===== src/idct_cfg.svh =====
////////////////////////////////////////
// Sizes and scaling of the 8x8 IDCT
// Changing a width here does not resize the coefficient table
////////////////////////////////////////
`ifndef IDCT_CFG_SVH
`define IDCT_CFG_SVH

// Block edge, elements per row and per column
`define IDCT_N 8

// Stream and store word, multiplier operand, accumulator
`define IDCT_DATA_W 32
`define IDCT_OPND_W 24
`define IDCT_SUM_W 35

// Right shifts applied to a product, to an 8-tap sum and to Temp
`define IDCT_PROD_SHIFT 16
`define IDCT_SUM_SHIFT 3
`define IDCT_TEMP_SHIFT 8

`endif


===== src/idctCtrlPkg.sv =====
////////////////////////////////////////
// Control types of the IDCT engine
////////////////////////////////////////
`default_nettype none

package idctCtrlPkg;

   // Engine walk: load, row pass, column pass, stream out
   typedef enum logic [2:0]
   {
      Idle, Load, RowPass, RowFlush, ColPass, ColFlush, Emit
   } engineState;

   // Operand source and destination store of the running pass
   typedef enum logic {RowSel, ColSel} passSel;

endpackage

`default_nettype wire


===== src/idctDataPkg.sv =====
////////////////////////////////////////
// Datapath types and cosine table
// Table entries are 16-bit two's complement
////////////////////////////////////////
`default_nettype none

`include "idct_cfg.svh"

package idctDataPkg;

   typedef logic signed [`IDCT_DATA_W-1:0] dataWord;
   typedef logic signed [`IDCT_OPND_W-1:0] operand;
   typedef logic signed [`IDCT_SUM_W-1:0] accWord;

   // Row-major element number, row in the upper half
   typedef logic [5:0] elemIndex;

   // C[r][c] at index r*8+c, negative values stored as raw 16-bit words
   localparam logic [15:0] CosTable [`IDCT_N*`IDCT_N] = '{
      16'd23170, 16'd32138, 16'd30274, 16'd27246,
      16'd23170, 16'd18205, 16'd12540, 16'd6393,
      16'd23170, 16'd27246, 16'd12540, 16'd59143,
      16'd42366, 16'd33398, 16'd35262, 16'd47331,
      16'd23170, 16'd18205, 16'd52996, 16'd33398,
      16'd42366, 16'd6393, 16'd30274, 16'd27246,
      16'd23170, 16'd6393, 16'd35262, 16'd47331,
      16'd23170, 16'd27246, 16'd52996, 16'd33398,
      16'd23170, 16'd59143, 16'd35262, 16'd18205,
      16'd23170, 16'd38290, 16'd52996, 16'd32138,
      16'd23170, 16'd47331, 16'd52996, 16'd32138,
      16'd42366, 16'd59143, 16'd30274, 16'd38290,
      16'd23170, 16'd38290, 16'd12540, 16'd6393,
      16'd42366, 16'd32138, 16'd35262, 16'd18205,
      16'd23170, 16'd33398, 16'd30274, 16'd38290,
      16'd23170, 16'd47331, 16'd12540, 16'd59143
   };

   // Coefficient C[r][c] sign-extended to operand width
   function automatic operand cosCoef(input logic [2:0] r, input logic [2:0] c);
      logic signed [15:0] raw;
      raw = $signed(CosTable[{r, c}]);
      return operand'(raw);
   endfunction

endpackage

`default_nettype wire


===== src/idctMac.sv =====
////////////////////////////////////////
// Shared multiply-accumulate, two stages
// Expects taps 0..7 of one element in a row
////////////////////////////////////////
`timescale 1ns/10ps
`default_nettype none

`include "idct_cfg.svh"

module idctMac import idctDataPkg::*, idctCtrlPkg::*;
(
   input  wire logic       clk,
   input  wire logic       racc,
   input  wire logic       macRun,
   input  wire operand     opA,
   input  wire passSel     pass,
   input  wire logic [2:0] rowIdx,
   input  wire logic [2:0] colIdx,
   input  wire logic [2:0] tapIdx,
   output dataWord         macResult,
   output logic            macResultValid
);

   operand                           coef;
   logic signed [2*`IDCT_OPND_W-1:0] fullProd;
   dataWord                          prodReg;
   logic [2:0]                       prodTap;
   logic                             prodValid;
   accWord                           accReg;

   // C[col][tap] for rows, C[row][tap] for columns
   assign coef     = (pass == RowSel) ? cosCoef(colIdx, tapIdx) : cosCoef(rowIdx, tapIdx);
   assign fullProd = opA * coef;

   always_ff @(posedge clk)
   begin
      prodReg <= dataWord'(fullProd >>> `IDCT_PROD_SHIFT);
      prodTap <= tapIdx;
      if (prodValid)
         accReg <= (prodTap == 3'd0) ? accWord'(prodReg) : accReg + accWord'(prodReg);
   end

   always_ff @(posedge clk or posedge racc)
   begin
      if (racc)
      begin
         prodValid      <= 1'b0;
         macResultValid <= 1'b0;
      end
      else
      begin
         prodValid      <= macRun;
         macResultValid <= prodValid && (prodTap == 3'd7);
      end
   end

   assign macResult = dataWord'(accReg >>> `IDCT_SUM_SHIFT);

endmodule

`default_nettype wire


===== config.mk =====
export PLATFORM = sky130hd
export DESIGN_NAME = idctMac
export DESIGN_NICKNAME = d
export VERILOG_FILES = /design/src/idctCtrlPkg.sv /design/src/idctDataPkg.sv /design/src/idctMac.sv
export VERILOG_INCLUDE_DIRS = /design/src
export SDC_FILE = /design/constraint.sdc
export NUM_CORES = 2
export LEC_CHECK = 0
export BUFFER_PORTS_ARGS = -buffer_cell sky130_fd_sc_hd__buf_2
export CORE_UTILIZATION = 47
export CTS_CLUSTER_SIZE = 40
export DETAILED_ROUTE_END_ITERATION = 12
export GPL_TIMING_DRIVEN = 0
export HOLD_SLACK_MARGIN = 0.02
export SYNTH_ARGS = -nofsm -noshare
export SYNTH_HDL_FRONTEND = slang
export SYNTH_SLANG_ARGS = --single-unit
export TNS_END_PERCENT = 50

===== constraint.sdc =====
create_clock -name clk -period 3.4 [get_ports clk]
set_input_delay 0.34 -clock clk [delete_from_list [all_inputs] [get_ports clk]]
set_output_delay 0.34 -clock clk [all_outputs]
set_load 0.005 [all_outputs]

==> results.toml <==
[run_status]
outcome = "finished with violations"
violations = "negative setup slack"

[yosys]
synthXorXnorAreaFrac_pct = 2.47
ys_seq_area_share_pct = 6.87
yosysWarnings = 0
synthesis.nets = 3711
synthMuxAreaShare_pct = 2.52
netlist_area_sq_um = 26200
synthFlopType = "edfxtp_1"
async_flop_share_pct = 2.78
yosys.area_share.adder_pct = 51.1
ys_ff_latch = 72
synth_top_family_by_area = "adder cells"
synth.avg_cell_area_sq_um = 8.93
synth-simple-area-share_pct = 13.8
synthDistinctLibCells = 95
syn_inst = 2937
synth_edf_count = 35
synth_compound_area_share_pct = 10.4

[critical_path]
timing.critical_path.buf_inv = 11
cp-end-kind = "flop"
slowest_delay_ns = 0.64
startpoint_type = "primary input"
crit_fanout = 10
cpMostUsedCell = "fa_1"
worstPathRequired_ns = 3.66
cp.arrival_ns = 8.98
crit_family = "adder cells"
path_class = "primary input to flop"
cpMaxStageDelayCell = "a2111oi_4"

[detailed_routing]
wl_per_cell_um = 21.4
first_iter_violations = 1789
routed_wl_um = 82800
vias_per_cell = 5.57
drcViolationCount = 0
drtPass1Iterations = 6
final_antenna_net_count = 0
vias = 21583

[global_route]
antenna_found_initial = 2
track_usage_pct = 30.1
first_global_vias = 22795
grt_first_pass_wirelength_um = 129000
grt_overflow = 0
grt_max_degree = 36

[worst_hold_path]
hp-class = "primary input to flop"

[timing]
fin_crit_ns = 8.73
hold_ws_ns = 0.0909
rsz0062_at_grt = "true"
fin_crit_sh_pct = 257
fin_ws_ns = -5.33
maxSlewViolCount = 0
fmax_ghz = 0.115
final-setup-viol-count = 32
maxSlewHeadroom_pct = 17.8
tightest_slew_ns = 1.23
hold_viol = 0
fin_skew_ns = 0.0214

[placement]
globalplace.congestion = 0.971
place_area_sq_um = 27700
place_hpwl_um = 68200
dp_slack_ns = -7.57
portBuffers = 64

[clocking]
cts_buffers = 9
worst_skew_pair.late_latency_ns = 0.37
clockBufferDepth = 2
path_clk_slew_ns = 0.07
cts_root_buffer = "clkbuf_16"
cts_max_level = 3
cts.sinks = 72
cts_tree = "built"

[die]
start_util_pct = 47.6
io_pins = 70
core_sq_um = 55100
die_w_um = 238
rows = 86
fp.dieH_um = 238
die_area_sq_um = 56700

[final_layout]
final_common_cell = "inv_1"
fin_area_sq_um = 30400
drive_above_1_share_pct = 17.6
syn_to_final_growth_pct = 16.0
final_cell_mix = "inv_1, fa_1, nand2_1"
fill_cells = 5071
fin_util_pct = 55.2
final_nets = 3897

[run]
cap_violations = 0
what timing repair did:
action	4_1_cts	5_1_grt
resized for setup	292	70
setup endpoints to repair	33	35
pin swaps	74	28
hold buffers	1	0
buffers inserted	81	24
gates cloned	6	0
hold endpoints to repair	2	0
cell type report:
type | instances | area [sq um] | area share [%]
Multi-Input combinational cell | 2024 | 22200 | 72.9
Clock buffer | 11 | 233 | 0.765
Antenna cell | 1 | 2.50 | 0.00823
Tap cell | 748 | 936 | 3.08
Buffer | 158 | 1180 | 3.87
Clock inverter | 5 | 81.3 | 0.267
Sequential cell | 72 | 1800 | 5.93
Inverter | 681 | 2580 | 8.50
Timing Repair Buffer | 177 | 1420 | 4.67
cells in the mapped netlist (all sizes together) (4+ instances only):
master	count	share of area (%)
a221oi	4	0.20
clkbuf	74	1.1
buf	86	2.1
a31oi	23	0.57
and3	9	0.21
o21ai	104	2.0
or3	7	0.17
o21bai	13	0.40
or2	5	0.12
edfxtp	35	4.0
a21oi	113	2.2
o31ai	7	0.22
and2	127	3.0
nand3	27	0.55
nand2b	37	0.88
nor2	111	1.6
a2111oi	4	0.16
mux4	26	2.2
and4	9	0.30
xnor2	45	1.5
nor3	24	0.48
nor3b	4	0.13
o211ai	24	0.71
inv	681	9.7
nand4	12	0.29
nor2b	9	0.21
mux2i	5	0.19
a21o	41	1.2
dfxtp	35	2.7
a211oi	16	0.50
ha	180	8.6
xor2	29	0.97
nand2	377	5.4
o311ai	8	0.27
o21a	14	0.41
o2111ai	4	0.22
fa	557	43
per-stage QoR:
stage | setup TNS, ns | cells
after floorplan | -131.66 | 2937
after global routing | -155.05 | 3877
after global placement | -214.24 | 3749
after CTS | -143.45 | 3852
after detailed placement | -214.58 | 3750
final | -148.67 | 3877
flip-flops by register name (all words and copies together), names as in the netlist:
name            cells
accReg             35
prodReg            32
prodTap             3
macResultValid      1
prodValid           1
kinds of logic (layout without fill, tap and decap cells):
family / Yosys count / in the layout
simple gates: 769 / 769
buf+inv: 841 / 1032
flops: 72 / 72
fa+ha+maj: 737 / 737
other cells: 0 / 1
mux: 33 / 33
xor+xnor: 74 / 74
compound gates: 411 / 411
path summary, 6_finish.rpt:
check | start | end | slack, ns | cells after the start
max in group asynchronous | racc | prodValid | 2.92 | 3
hold reg to reg | prodReg[0] | accReg[0] | 0.54 | 2
setup / recovery | rowIdx[0] | prodReg[30] | -5.33 | 32
hold / removal | macRun | prodValid | 0.09 | 1
min in group asynchronous | racc | macResultValid | 0.36 | 3
setup reg to reg | accReg[6] | accReg[33] | 0.04 | 10
layer usage:
metal	GRT usage (%)	vias to the layer above	part of all wire, %
li1	-	9425	-
met1	39.8	11002	41
met2	50.1	968	47
met3	3.64	186	7.5
met4	12.7	2	4.7
met5	0	-	0.016
Power is not shown: default switching activity piles up to over one toggle a cycle in this logic, so the estimate is an artifact.
