[src/idct_cfg.svh]
////////////////////////////////////////
// Sizes and scaling of the 8x8 IDCT
// Changing a width here does not resize the coefficient table
////////////////////////////////////////
`ifndef IDCT_CFG_SVH
`define IDCT_CFG_SVH

// Block edge, elements per row and per column
`define IDCT_N 8

// Stream and store word, multiplier operand, accumulator
`define IDCT_DATA_W 32
`define IDCT_OPND_W 24
`define IDCT_SUM_W 35

// Right shifts applied to a product, to an 8-tap sum and to Temp
`define IDCT_PROD_SHIFT 16
`define IDCT_SUM_SHIFT 3
`define IDCT_TEMP_SHIFT 8

`endif

[src/idctDataPkg.sv]
////////////////////////////////////////
// Datapath types and cosine table
// Table entries are 16-bit two's complement
////////////////////////////////////////
`default_nettype none

`include "idct_cfg.svh"

package idctDataPkg;

   typedef logic signed [`IDCT_DATA_W-1:0] dataWord;
   typedef logic signed [`IDCT_OPND_W-1:0] operand;
   typedef logic signed [`IDCT_SUM_W-1:0] accWord;

   // Row-major element number, row in the upper half
   typedef logic [5:0] elemIndex;

   // C[r][c] at index r*8+c, negative values stored as raw 16-bit words
   localparam logic [15:0] CosTable [`IDCT_N*`IDCT_N] = '{
      16'd23170, 16'd32138, 16'd30274, 16'd27246,
      16'd23170, 16'd18205, 16'd12540, 16'd6393,
      16'd23170, 16'd27246, 16'd12540, 16'd59143,
      16'd42366, 16'd33398, 16'd35262, 16'd47331,
      16'd23170, 16'd18205, 16'd52996, 16'd33398,
      16'd42366, 16'd6393, 16'd30274, 16'd27246,
      16'd23170, 16'd6393, 16'd35262, 16'd47331,
      16'd23170, 16'd27246, 16'd52996, 16'd33398,
      16'd23170, 16'd59143, 16'd35262, 16'd18205,
      16'd23170, 16'd38290, 16'd52996, 16'd32138,
      16'd23170, 16'd47331, 16'd52996, 16'd32138,
      16'd42366, 16'd59143, 16'd30274, 16'd38290,
      16'd23170, 16'd38290, 16'd12540, 16'd6393,
      16'd42366, 16'd32138, 16'd35262, 16'd18205,
      16'd23170, 16'd33398, 16'd30274, 16'd38290,
      16'd23170, 16'd47331, 16'd12540, 16'd59143
   };

   // Coefficient C[r][c] sign-extended to operand width
   function automatic operand cosCoef(input logic [2:0] r, input logic [2:0] c);
      logic signed [15:0] raw;
      raw = $signed(CosTable[{r, c}]);
      return operand'(raw);
   endfunction

endpackage

`default_nettype wire

[src/idctIndexCounter.sv]
////////////////////////////////////////
// Element and tap counter of the engine
// Write-back indices trail by two cycles
////////////////////////////////////////
`timescale 1ns/10ps
`default_nettype none

`include "idct_cfg.svh"

module idctIndexCounter import idctDataPkg::*;
(
   input  wire logic  clk,
   input  wire logic  racc,
   input  wire logic  countClear,
   input  wire logic  countStep,
   output logic [2:0] rowIdx,
   output logic [2:0] colIdx,
   output logic [2:0] tapIdx,
   output logic [2:0] wbRow,
   output logic [2:0] wbCol,
   output elemIndex   elemIdx,
   output logic       lastElem
);

   localparam int CountW = $clog2(`IDCT_N * `IDCT_N * `IDCT_N);

   logic [CountW-1:0] count;
   logic [5:0]        rowCol1;
   logic [5:0]        rowCol2;

   // Layout is {row, col, tap}, tap fastest
   always_ff @(posedge clk or posedge racc)
   begin
      if (racc)
         count <= '0;
      else if (countClear && countStep)
         count <= {count[CountW-1:3] + 6'd1, 3'd7};
      else if (countClear)
         count <= '0;
      else if (countStep)
         count <= count + 1'b1;
   end

   // Matches product and accumulator stages of the MAC
   always_ff @(posedge clk)
   begin
      rowCol1 <= {rowIdx, colIdx};
      rowCol2 <= rowCol1;
   end

   assign rowIdx   = count[8:6];
   assign colIdx   = count[5:3];
   assign tapIdx   = count[2:0];
   assign elemIdx  = count[8:3];
   assign lastElem = &count;
   assign wbRow    = rowCol2[5:3];
   assign wbCol    = rowCol2[2:0];

endmodule

`default_nettype wire

[config.mk]
export PLATFORM = sky130hd
export DESIGN_NAME = idctIndexCounter
export DESIGN_NICKNAME = d
export VERILOG_FILES = /design/src/idctDataPkg.sv /design/src/idctIndexCounter.sv
export VERILOG_INCLUDE_DIRS = /design/src
export SDC_FILE = /design/constraint.sdc
export NUM_CORES = 1
export LEC_CHECK = 0
export ABC_AREA = 1
export BUFFER_PORTS_ARGS = -buffer_cell sky130_fd_sc_hd__buf_2
export CORE_MARGIN = 2
export CORE_UTILIZATION = 25
export CTS_BUF_LIST = sky130_fd_sc_hd__clkbuf_8
export DETAILED_ROUTE_END_ITERATION = 8
export PLACE_DENSITY_LB_ADDON = 0.05
export SETUP_SLACK_MARGIN = 0.02
export SLEW_MARGIN = 10
export SYNTH_ARGS = -nofsm -noshare
export SYNTH_HDL_FRONTEND = slang
export SYNTH_SLANG_ARGS = --single-unit
[constraint.sdc]
create_clock -name clk -period 1.6 [get_ports clk]
set_input_delay 0.08 -clock clk [delete_from_list [all_inputs] [get_ports clk]]
set_output_delay 0.08 -clock clk [all_outputs]
set_load 0.01 [all_outputs]
==> key figures <==
Drt
  – Iter 0 DRT Violations: 15
  – Total wire length: 1760 um
  – Antenna Violating Nets Remaining: 0
  – WL/cell: slightly below 10 um
  – Drc violations: 0
  – Via-to-Cell Ratio: slightly above 4
  – Router iterations before antenna repair: 4
  – Vias post-DR: 721

Timing
  – RSZ-0062 raised after global routing: false
  – Slew headroom: 73.8%
  – Clk_skew: about 0.0015 ns
  – Total negative slack: 0 ns
  – Fin. max-slew vios: 0
  – Worst-Margin Slew: 0.393 ns
  – Max frequency: 701 MHz
  – Endpoints failing setup: 0
  – Final hold violations: 0
  – Period minus WS final: 1.43 ns
  – Period utilization: between 80% and 90%

Power
  – Switching Power: roughly 0.00036 W
  – Worst VDD drop: about 0.31 mV
  – Comb power frac: 23.8%
  – P_int: 0.000897 W
  – PwrDens: about 1100 mW/mm2
  – Power Total: ~0.0013 W
  – Seq pwr share: about half
  – Clock share of power: 26.5%
  – Leakage power: 0.609 nW
  – Sw frac: 28.9%

Hold path
  – HP Start: countStep
  – Hold Crit Class: in -> reg

Floorplanning
  – Site Rows: 21
  – Starting Density: 26.3%
  – DIE WIDTH: 63.5 um
  – I/O pins: 26
  – Die H: roughly 63 um
  – Die Area: 0.00403 mm2
  – Core ar.: between 0.003 and 0.004 mm2

CTS
  – Clock-pin slew on the worst setup and hold paths: around 0.070 ns
  – Clk buf depth: 2
  – CTS Buf Count: 3
  – Root Buffer: clkbuf_8
  – H-tree depth: 1
  – Skew-Pair Late Insertion Delay: ~0.26 ns
  – Clock sink count: 21
  – CTS tree: built

Run status
  – Outcome: finished clean

Setup path
  – Crit Path Category: reg -> out
  – Setup crit start kind: register
  – CP peak stage delay: 0.41 ns
  – CP required: 1.52 ns
  – Worst path cell trace: ha_2, nand2_1, nor2_1, ha_1, buf_2
  – Reg-to-reg critical path startpoint: count[0]$_DFFE_PP0P_
  – Critical Path AT: roughly 1.4 ns
  – Critical path's top delay family: flip-flops
  – Worst path bufs/invs: 1
  – CP endpoint kind: output pin
  – CP Max Fanout: 4
  – Slowest CP cell: dfrtp_1
  – Critical path origin: count[0]$_DFFE_PP0P_

Cells and area
  – # diodes: 0
  – Fill cell count: 383
  – Nets@finish: 141
  – Reg area: approximately 470 um2
  – P&R area growth vs syn: 26.7%
  – Area of the multi-input gates: 317 um2
  – Layout cell share with drive strength beyond 1: 31.6%

Job
  – Max-cap violations: 0

Global route
  – Total grt overflow: 0
  – First-pass GRT wire length: around 3000 um
  – Tot GR Track Use: 10.0%
  – Antenna violations before repair: 0
  – Largest net degree at the start of global routing: 12
  – Vias in the first global route: 644

Logic synthesis
  – Syn avg cell area: 8.59 um2
  – Synth Instances: 103
  – Sequential share of the synthesized area: 52.6%
  – Mapped Nets: 110
  – Ys Warns: 0
  – Synth cell types: 18
  – Register bit total from synthesis: 21
  – Syn Std Cell Area: 885 um2

Placed design
  – Final Wtd Congestion: 0.758
  – Post-detail-place hpwl: 1330 um
  – IO Port Bufs: 25
-- final timing paths --
check	endpoint	slack [ns]	depth (start not counted)
setup / recovery	lastElem	0.17	5
hold / removal	count[1]$_DFFE_PP0P_	0.18	3
setup reg to reg	count[8]$_DFFE_PP0P_	0.26	8
hold reg to reg	rowCol2[2]$_DFF_P_	0.33	0
max in group asynchronous	count[4]$_DFFE_PP0P_	0.99	3
min in group asynchronous	count[5]$_DFFE_PP0P_	0.34	3
-- cells by family (layout without fill, tap and decap cells) --
| kind of cell | count (synthesis) | after routing | synth area share, % |
|---|---|---|---|
| AOI/OAI and AO/OA | 9 | 9 | 5.66 |
| DFF | 21 | 21 | 52.6 |
| adders and majority gates | 3 | 3 | 4.24 |
| xor gates and xnor gates | 2 | 2 | 1.98 |
| and+or+nand+nor | 48 | 48 | 23.6 |
| buffers and inverters | 20 | 50 | 11.9 |
-- registers in the layout, indices dropped and copies added, names as in the netlist --
name and count:
count 9, rowCol1 6, rowCol2 6
-- cell type report --
cell class / instances / area share (%)
clock inverter: 1 / 0.335
multi-input combinational: 62 / 28.2
tap: 46 / 5.13
inverter: 13 / 4.35
sequential: 21 / 41.5
timing repair buffer: 33 / 16.7
clock buffer: 3 / 3.68
-- through the flow --
step / area [um2] / setup WS (ns) / utilization [%] / hold slack, ns / instances
final: 1120 / 0.173 / 33.3 / 0.176 / 179
after global routing: 1120 / 0.00932 / 33.3 / 0.178 / 179
after CTS: 1100 / 0.116 / 32.8 / 0.173 / 177
after detailed placement: 1050 / 0.214 / 31.2 / 0.0869 / 172
after global placement: 1050 / 0.224 / 31.2 / 0.0938 / 172
after floorplan: 885 / 0.240 / - / -0.0921 / 103
-- worst min-delay path: stages --
cell	delay, ns
buf_2	0.18
o21ai_0	0.09
nand2_1	0.05
-- synth_stat cells --
cell type	count	area, um2
nand2_2	2	12.5
o21ai_1	1	5.00
nand2_1	28	105
a31oi_1	1	6.26
inv_1	11	41.3
ha_1	3	37.5
nor2_1	6	22.5
nand4_1	2	12.5
xor2_1	2	17.5
o21ai_0	6	30.0
buf_4	6	45.0
o21ai_2	1	8.76
nand3_1	9	45.0
buf_6	1	11.3
nor2_4	1	11.3
dfxtp_1	12	240
inv_2	2	7.51
dfrtp_1	9	225
-- placed cells by master (no fill, tap or decap), types with 2 or more instances in the layout --
cell type	n
nand2_1	28
buf_4	7
clkbuf_8	3
nand4_1	2
nand3_1	9
dfxtp_1	12
nor2_1	6
buf_2	25
ha_1	2
inv_2	2
xor2_1	2
o21ai_0	6
dfrtp_1	9
nand2_2	2
inv_1	12
-- layer usage --
layer | vias up | global-route usage, % | share of wire [%]
met2 | 20 | 14.2 | 43
met1 | 318 | 13.4 | 49
li1 | 379 | - | -
met4 | 0 | 5.71 | 2.1
met3 | 4 | 2.86 | 5.5
met5 | - | 0 | 0
-- timing repair --
item                                    in CTS  in global routing
endpoints found under the hold margin        9                  0
hold buffers                                 1                  0
resized for setup                            0                  1
buffers inserted                             0                  2
endpoints found under the setup margin       0                  1
-- power by group through the flow --
stage	combinational (W)	clock (W)	sequential, W
2_1_floorplan	0.000133	0	0.000685
3_5_place_dp	0.000287	0	0.000640
3_3_place_gp	0.000292	0	0.000638
4_1_cts	0.000289	0.000345	0.000629
6_report	0.000300	0.000334	0.000627
5_1_grt	0.000336	0.000382	0.000635
Note: power is estimated with default switching activity, not from simulation.
