--- src/idctCtrlPkg.sv ---
////////////////////////////////////////
// Control types of the IDCT engine
////////////////////////////////////////
`default_nettype none

package idctCtrlPkg;

   // Engine walk: load, row pass, column pass, stream out
   typedef enum logic [2:0]
   {
      Idle, Load, RowPass, RowFlush, ColPass, ColFlush, Emit
   } engineState;

   // Operand source and destination store of the running pass
   typedef enum logic {RowSel, ColSel} passSel;

endpackage

`default_nettype wire

--- src/idctSequencer.sv ---
////////////////////////////////////////
// Block FSM: load, two MAC passes, emit
// start is taken only in Idle and only after outValid has dropped
////////////////////////////////////////
`timescale 1ns/10ps
`default_nettype none

module idctSequencer import idctCtrlPkg::*;
(
   input  wire logic clk,
   input  wire logic racc,
   input  wire logic start,
   input  wire logic lastElem,
   input  wire logic macResultValid,
   output logic      countClear,
   output logic      countStep,
   output logic      loadEn,
   output logic      emitEn,
   output logic      macRun,
   output passSel    pass,
   output logic      reading,
   output logic      outValid,
   output logic      done
);

   engineState state;
   engineState nextState;

   // Clear and step together moves the counter one whole element
   always_comb
   begin
      nextState  = state;
      countClear = 1'b0;
      countStep  = 1'b0;
      loadEn     = 1'b0;
      emitEn     = 1'b0;
      macRun     = 1'b0;
      case (state)
         Idle:
         begin
            countClear = 1'b1;
            if (start && !outValid)
               nextState = Load;
         end
         Load:
         begin
            loadEn     = 1'b1;
            countClear = 1'b1;
            countStep  = !lastElem;
            if (lastElem)
               nextState = RowPass;
         end
         RowPass, ColPass:
         begin
            // Count wraps to zero after the last tap
            macRun    = 1'b1;
            countStep = 1'b1;
            if (lastElem)
               nextState = (state == RowPass) ? RowFlush : ColFlush;
         end
         RowFlush:
            if (macResultValid)
               nextState = ColPass;
         ColFlush:
            if (macResultValid)
               nextState = Emit;
         Emit:
         begin
            emitEn     = 1'b1;
            countClear = 1'b1;
            countStep  = !lastElem;
            if (lastElem)
               nextState = Idle;
         end
         default:
            nextState = Idle;
      endcase
   end

   assign pass = (state == ColPass || state == ColFlush) ? ColSel : RowSel;

   always_ff @(posedge clk or posedge racc)
   begin
      if (racc)
      begin
         state    <= Idle;
         reading  <= 1'b0;
         outValid <= 1'b0;
         done     <= 1'b0;
      end
      else
      begin
         state    <= nextState;
         reading  <= (nextState == Load);
         // dout is registered in the store, so valid trails Emit by one cycle
         outValid <= (state == Emit);
         done     <= outValid && (state != Emit);
      end
   end

endmodule

`default_nettype wire

--- config.mk ---
export PLATFORM = sky130hd
export DESIGN_NAME = idctSequencer
export DESIGN_NICKNAME = d
export VERILOG_FILES = /design/src/idctCtrlPkg.sv /design/src/idctSequencer.sv
export SDC_FILE = /design/constraint.sdc
export NUM_CORES = 1
export LEC_CHECK = 0
export BUFFER_PORTS_ARGS = -buffer_cell sky130_fd_sc_hd__buf_2
export CORE_AREA = 4 4 41 43
export CTS_CLUSTER_SIZE = 24
export DETAILED_ROUTE_END_ITERATION = 8
export DIE_AREA = 0 0 45 47
export PLACE_DENSITY = 0.54
export SETUP_SLACK_MARGIN = 0.05
export SLEW_MARGIN = 20
export SYNTH_ARGS = -nofsm -noshare
export SYNTH_HDL_FRONTEND = slang
export SYNTH_SLANG_ARGS = --single-unit
--- constraint.sdc ---
create_clock -name clk -period 1.7 [get_ports clk]
set_clock_uncertainty 0.1 [all_clocks]
set_input_delay 0.17 -clock clk [delete_from_list [all_inputs] [get_ports clk]]
set_output_delay 0.17 -clock clk [all_outputs]
set_load 0.1 [all_outputs]
==> results of run 1 <==
[stage by stage]
| stage | TNS [ps] | cells | setup slack [ps] |
|---|---|---|---|
| floorplan | -384 | 36 | -360 |
| detailed placement | 0 | 66 | 150 |
| CTS | 0 | 72 | 51.4 |
| finish | 0 | 72 | 43.0 |
| global placement | 0 | 66 | 171 |
| global route | -4.17 | 72 | -4.17 |
[cells by family after synthesis]
family	synth area share
simple gates	0.208
flops	0.455
buf+inv	0.129
mux	0.0454
compound gates	0.136
xor+xnor	0.0265
[layer usage]
layer  global-route usage  share of wire  vias to the layer above
met5                    0              0                        -
met4                0.105          0.023                        0
met3               0.0192          0.057                        2
met2                0.150           0.51                        9
li1                     -              -                      162
met1               0.0974           0.41                      137
[cells in the mapped netlist, types with 2 or more instances]
library cell / number / area share
nor2_1: 3 / 0.034
buf_2: 2 / 0.030
inv_1: 4 / 0.045
nand3_1: 3 / 0.045
nand2_1: 3 / 0.034
dfrtp_1: 6 / 0.45
[how the worst max path moves through the flow]
stage / from / end / slack (ps)
6_report: state[2]$_DFF_PP0_ / countStep / 40
4_1_cts: state[1]$_DFF_PP0_ / countStep / 50
2_1_floorplan: state[2]$_DFF_PP0_ / countStep / -360
3_3_place_gp: state[2]$_DFF_PP0_ / countStep / 170
3_5_place_dp: state[2]$_DFF_PP0_ / countStep / 150
5_1_grt: state[2]$_DFF_PP0_ / countStep / -4
[what timing repair did]
action | in CTS | in global routing
gates resized for setup | 4 | 1
pin swaps | 2 | 1
hold endpoints to repair | 6 | 0
endpoints found under the setup margin | 1 | 2
buffers inserted | 2 | 0
hold buffers | 1 | 0
[flip-flops by register name, summed over array words and instances, names as in the netlist]
register  cells
state         3
done          1
outValid      1
reading       1
[final cells by class]
class	instances	area [um^2]
Timing Repair Buffer	21	221
Inverter	5	21.3
Tap cell	15	18.8
Multi-Input combinational cell	22	168
Clock buffer	3	22.5
Fill cell	131	699
Sequential cell	6	150
[worst max-delay path: cells and delay by family (launching register included)]
| kind | cells | cell delay [ps] |
|---|---|---|
| buffers and inverters | 1 | 160 |
| flip-flops | 1 | 410 |
| AO/OA/AOI/OAI | 1 | 300 |
| AND/OR/NAND/NOR | 1 | 270 |
==> out/qor.txt, run 1 <==
Outcome: completed
FF-to-FF Start: state[0]$_DFF_PP0_
H-tree lvl count: 1
Minimum clock period after layout: 1660 ps
Worst-case reg-to-reg path depth: 3
# diodes: 0
CTS tree: done
CP max stage delay: 410 ps
Clk sinks: 6
WS Path Type: reg2out
Number of synthesized flops with an enable pin: 0
NumNets Final: 64
Post-synthesis cell area: 330 um^2
Post-synthesis sequential area ratio: 0.455
Post-DP Area: 536 um^2
Syn_nets: 41
Initial core utilization: 0.254
Hold Path End: state[2]$_DFF_PP0_
Tightest Pin Transition: 486 ps
Cts bufs inserted: 3
Root Buffer Master: clkbuf_4
Die W: 45 um
Placer's final routability congestion estimate: 0.742
Vias in the first global route: 328
CP Max Fanout: 3
Final hold vios: 0
Critical path launch point type: register
Post-DR vias/cell: 4.31
Period Utilization, post-route: 0.975
Die Ht: 47 um
Design Area, Final: 602 um^2
Port Buffers: 13
Worst hold margin: 114 ps
Antenna Violating Nets Remaining: 0
Clock-pin slew on the worst setup and hold paths: 50 ps
Hold crit path type: in2reg
Pin count of the biggest net entering global routing: 8
FF+latch count, synth: 6
Initial DRC count: 5
Fraction of layout cells with a size suffix above 1: 0.526
Commonest non-fill, non-tap cell in the layout: buf_2
RSZ-0062 raised after global routing: true
Netlist cell types: 21
I/O Pins: 14
Global-route wire length before repair: 1.33 mm
Relative slew slack: 0.678
Commonest non-fill, non-tap cells in the layout: buf_2, dfrtp_1, buf_12, buf_4, inv_1
Main synth FF type: dfrtp_1
Clk_lat worst skew: 240 ps
Fmax: 0.603 GHz
Kind of end point of the critical path: output port
Final core occ: 0.463
First drt pass iteration count: 3
Layout area overhead: 82.2%
Synth warn: 0
Core area: 0.00130 mm^2
Final setup fails: 0
Maxcap violations: 0
Initial antenna violation count: 0
Global-route usage over all layers: 0.0939
CTS Buffer Depth: 2
Slowest library cell on the worst path: dfrtp_1
# rows: 13
Max-slew violation count: 0
DR WL/cell: 11.4 um
Hold depth: 3
GRT overflow: 0
Post-Syn Instances: 36
FF-to-FF End: state[1]$_DFF_PP0_
R2r setup slk: 430 ps
Data required, critical path: 1430 ps
Hold wc startpoint: macResultValid
Worst path cell trace: or2_1 > a32o_4 > buf_12
Ys async rst share: 1.00
Final wirelength: 824 um
DRC violations left: 0
Die area: 0.00212 mm^2
Syn Area/Cell: 9.18 um^2
Crit path DAT: 1390 ps
Vias: 310
Power of run 1 is left out: the tool's default activity adds up to more than one toggle a clock period on the data nets, which glitch-free logic cannot reach.
==> run 2: changes to the inputs <==
--- a/config.mk
+++ b/config.mk
@@ -11,6 +11,7 @@
 export DETAILED_ROUTE_END_ITERATION = 8
 export DIE_AREA = 0 0 45 47
 export PLACE_DENSITY = 0.54
+export REMOVE_ABC_BUFFERS = 1
 export SETUP_SLACK_MARGIN = 0.05
 export SLEW_MARGIN = 20
 export SYNTH_ARGS = -nofsm -noshare
==> constraint.sdc (replaced) <==
create_clock -name clk -period 2.15 [get_ports clk]
set_clock_uncertainty 0.1 [all_clocks]
set_input_delay 0.215 -clock clk [delete_from_list [all_inputs] [get_ports clk]]
set_output_delay 0.215 -clock clk [all_outputs]
set_load 0.1 [all_outputs]
==> run 2 against run 1 <==
  * Sequential share of layout area increased by 10 points
  * Via count down 8.1%
  * Setup slack gained 200 ps
  * Cell count down 9.7%
  * Worst hold slack improved by 46 ps
  * Global-route usage decreased by 1.4 points
  * Wire length shrank 18%
  * First-iteration DRC count fell by 60%
  * Final area shrank 29%
  * Clock-buffer cell count stayed put
  * Non-clock buffer count is 7 lower
  * Core utilization is 14 points lower
==> out/qor.txt, run 2 (same netlist as run 1, synthesis figures left out) <==
Die W: 45 um
Tightest Pin Transition: 490 ps
Initial core utilization: 0.254
DP Wirelength: 515 um
# rows: 13
Post-DR vias/cell: 4.38
Layout area overhead: 28.8%
Max-slew violation count: 0
FF-to-FF End: state[1]$_DFF_PP0_
Kind of end point of the critical path: output port
Data required, critical path: 1840 ps
Hold Path End: state[2]$_DFF_PP0_
Crit path DAT: 1590 ps
Period Utilization, post-route: 0.887
Clk_lat worst skew: 240 ps
Maxcap violations: 0
Outcome: completed
Final wirelength: 676 um
First drt pass iteration count: 4
Worst-case reg-to-reg path depth: 3
DRC violations left: 0
Vias: 285
H-tree lvl count: 1
CP Max Fanout: 8
Largest reg by FF count: state
I/O Pins: 14
Clk sinks: 6
Fraction of layout cells with a size suffix above 1: 0.360
Global-route usage over all layers: 0.0796
Final setup fails: 0
Port Buffers: 13
Filler cell count: 160
Antenna Violating Nets Remaining: 0
GRT overflow: 0
Setup WS post-layout: 244 ps
Global-route wire length before repair: 1.09 mm
Core area: 0.00130 mm^2
Pre-CTS WS: 507 ps
Hold crit path type: in2reg
CTS Buffer Depth: 2
Root Buffer Master: clkbuf_4
Final hold vios: 0
Die area: 0.00212 mm^2
Initial DRC count: 2
DR WL/cell: 10.4 um
Hold depth: 3
Commonest non-fill, non-tap cell in the layout: buf_2
Initial antenna violation count: 0
Placer's final routability congestion estimate: 0.698
NumNets Final: 57
Max reg flops: 3
FF-to-FF Start: state[0]$_DFF_PP0_
Cts bufs inserted: 3
RSZ-0062 raised after global routing: false
Fmax: 0.525 GHz
Relative slew slack: 0.675
Resized cells post-CTS: 0
Clock-pin slew on the worst setup and hold paths: 50 ps
Worst hold margin: 160 ps
CTS tree: done
R2r setup slk: 820 ps
Die Ht: 47 um
# diodes: 0
WS Path Type: reg2out
Minimum clock period after layout: 1910 ps
Vias in the first global route: 267
Pin count of the biggest net entering global routing: 11
Commonest non-fill, non-tap cells in the layout: buf_2, dfrtp_1, inv_1
Critical path launch point type: register
Hold wc startpoint: macResultValid
## run 2: cell types whose count changed in the layout (fill, tap and decap cells not counted), moves of 2 or more
cell / previous run / this run
buf_12: 6 / 0
nor2_2: 2 / 0
buf_4: 6 / 0
buf_2: 7 / 13
nor2_1: 1 / 3
## run 2: critical path: stages (launching register included)
cell,delay (ps)
dfrtp_1,500
inv_4,70
nor3_1,220
a32o_1,150
buf_2,420
## run 2: final cells by class
type / instances / area (um^2) / share of cell area
sequential: 6 / 150 / 0.353
multi-input combinational: 22 / 138 / 0.324
timing repair buffer: 14 / 75.1 / 0.176
clock buffer: 3 / 22.5 / 0.0529
inverter: 5 / 21.3 / 0.0500
tap: 15 / 18.8 / 0.0441
## run 2: worst max path at each step
stage                             startpoint   endpoint  slack [ps]
after global placement    state[0]$_DFF_PP0_  countStep         520
after global routing      state[0]$_DFF_PP0_  countStep         140
after CTS                 state[0]$_DFF_PP0_  countStep         230
after detailed placement  state[0]$_DFF_PP0_  countStep         510
final                     state[0]$_DFF_PP0_  countStep         240
after floorplan           state[0]$_DFF_PP0_  countStep       -1810
## run 2: timing repair
action	CTS	global route
buffers inserted	0	0
endpoints found under the hold margin	6	0
hold buffers	1	0
## run 2: per-stage QoR
step	std cells	cell area, um^2	utilization	TNS (ps)
5_1_grt	65	425	0.327	0
2_1_floorplan	33	309	-	-2640
3_5_place_dp	61	393	0.302	0
6_report	65	425	0.327	0
4_1_cts	65	425	0.327	0
3_3_place_gp	61	393	0.302	0
## run 2: layer usage
layer  share of wire  GRT usage  wire, um  vias up
met4           0.046      0.123        31        0
met1            0.50      0.100       335      122
li1                -          -         -      149
met2            0.37     0.0876       247       12
met3           0.092     0.0192        62        2
met5               0          0         0        -
Power of run 2 is left out for the same reason.
==> run 3: changes to the inputs <==
--- a/config.mk
+++ b/config.mk
@@ -6,11 +6,13 @@
 export NUM_CORES = 1
 export LEC_CHECK = 0
 export BUFFER_PORTS_ARGS = -buffer_cell sky130_fd_sc_hd__buf_2
-export CORE_AREA = 4 4 41 43
+export CELL_PAD_IN_SITES_DETAIL_PLACEMENT = 0
+export CELL_PAD_IN_SITES_GLOBAL_PLACEMENT = 2
+export CORE_AREA = 2 2 40 42
 export CTS_CLUSTER_SIZE = 24
 export DETAILED_ROUTE_END_ITERATION = 8
-export DIE_AREA = 0 0 45 47
-export PLACE_DENSITY = 0.54
+export DIE_AREA = 0 0 42 44
+export PLACE_DENSITY = 0.78
 export REMOVE_ABC_BUFFERS = 1
 export SETUP_SLACK_MARGIN = 0.05
 export SLEW_MARGIN = 20
==> run 3 against run 2 <==
  * Register-to-register slack got worse by 20 ps
  * Die area decreased by 13%
  * Wire length up 0.89%
  * Critical endpoint unchanged
  * Clock-buffer cell count is the same
  * Highest routed layer is now met3
  * Flip-flop and latch count stayed put
==> out/qor.txt, run 3 (same netlist as run 1, synthesis figures left out) <==
Data required, critical path: 1840 ps
Storage element area: 150 um^2
Max reg flops: 3
Resized cells post-CTS: 0
DP Wirelength: 534 um
Global-route usage over all layers: 0.0884
DRC violations left: 0
GRT overflow: 0
CP max stage delay: 490 ps
Minimum clock period after layout: 1880 ps
RSZ-0062 raised after global routing: false
Hold crit path type: in2reg
Final core occ: 0.301
Final wirelength: 682 um
Placed cell count: 62
Initial core utilization: 0.233
# hold bufs at CTS: 1
Post-CTS Setup Inserts: 0
Area of the multi-input gates: 138 um^2
Die W: 42 um
Antenna Violating Nets Remaining: 0
Outcome: completed
CTS tree: done
Maxcap violations: 0
Layout area overhead: 29.2%
# diodes: 0
H-tree lvl count: 1
Global-route wire length before repair: 1.19 mm
Vias in the first global route: 283
Commonest non-fill, non-tap cell in the layout: buf_2
Fraction of layout cells with a size suffix above 1: 0.360
CTS Buffer Depth: 2
Period Utilization, post-route: 0.877
First drt pass iteration count: 1
Clock-pin slew on the worst setup and hold paths: 40 ps
Die area: 0.00185 mm^2
Relative slew slack: 0.678
DR WL/cell: 10.3 um
Fmax: 0.531 GHz
Post-DR vias/cell: 4.36
Clk_lat worst skew: 240 ps
CP Max Fanout: 8
Post-route insts no fill: 66
Tightest Pin Transition: 486 ps
Commonest non-fill, non-tap cells in the layout: buf_2, dfrtp_1, inv_1
Initial antenna violation count: 0
Max-slew violation count: 0
Root Buffer Master: clkbuf_4
Largest reg by FF count: state
Crit path DAT: 1570 ps
I/O Pins: 14
Initial DRC count: 0
Placer's final routability congestion estimate: 0.724
NumNets Final: 57
Pin count of the biggest net entering global routing: 11
Final setup fails: 0
Final hold vios: 0
Kind of end point of the critical path: output port
Critical path launch point type: register
Vias: 288
Filler cell count: 149
Cts bufs inserted: 3
Core area: 0.00142 mm^2
Port Buffers: 13
WS Path Type: reg2out
Slowest library cell on the worst path: dfrtp_1
# rows: 14
Clk sinks: 6
Worst path cell trace: inv_4 > nor3_1 > a32o_1 > buf_2
Die Ht: 44 um
==> run 3: cell counts in the layout (fill, tap and decap cells not counted) <==
No cell type changed its count.
==> run 3: through the flow <==
| step | area [um^2] | worst slack [ps] | TNS (ps) | hold slack, ps |
|---|---|---|---|---|
| after global routing | 427 | 115 | 0 | 183 |
| after detailed placement | 394 | 508 | 0 | 39.3 |
| after global placement | 394 | 518 | 0 | 32.5 |
| after CTS | 427 | 249 | 0 | 164 |
| final | 427 | 265 | 0 | 171 |
| after floorplan | 309 | -1810 | -2640 | -94.0 |
==> run 3: routing by layer <==
metal,up-vias,GRT usage,wire length [um]
met3,0,0.0542,45
li1,151,-,-
met5,-,0,0
met1,126,0.110,351
met2,11,0.131,285
met4,0,0.0194,0
==> run 3: worst paths after layout <==
path	from	endpoint	slack, ps	depth (start not counted)
max reg2reg	state[0]$_DFF_PP0_	state[1]$_DFF_PP0_	800	3
min in group asynchronous	racc	outValid$_DFF_PP0_	320	3
max	state[0]$_DFF_PP0_	countStep	270	4
max in group asynchronous	racc	state[1]$_DFF_PP0_	1440	3
min reg2reg	outValid$_DFF_PP0_	done$_DFF_PP0_	440	1
min	macResultValid	state[2]$_DFF_PP0_	170	3
==> run 3: final cells by class <==
class / instances / share of cell area
Clock buffer: 3 / 0.0528
Inverter: 5 / 0.0499
Multi-Input combinational cell: 22 / 0.323
Tap cell: 16 / 0.0469
Sequential cell: 6 / 0.352
Timing Repair Buffer: 14 / 0.176
==> run 3: critical path: cells and delay by family, from the launching register on <==
| kind | cells | cell delay, ps |
|---|---|---|
| compound gates | 1 | 140 |
| buf+inv | 2 | 480 |
| flops | 1 | 490 |
| simple gates | 1 | 200 |
Power of run 3 is left out for the same reason.
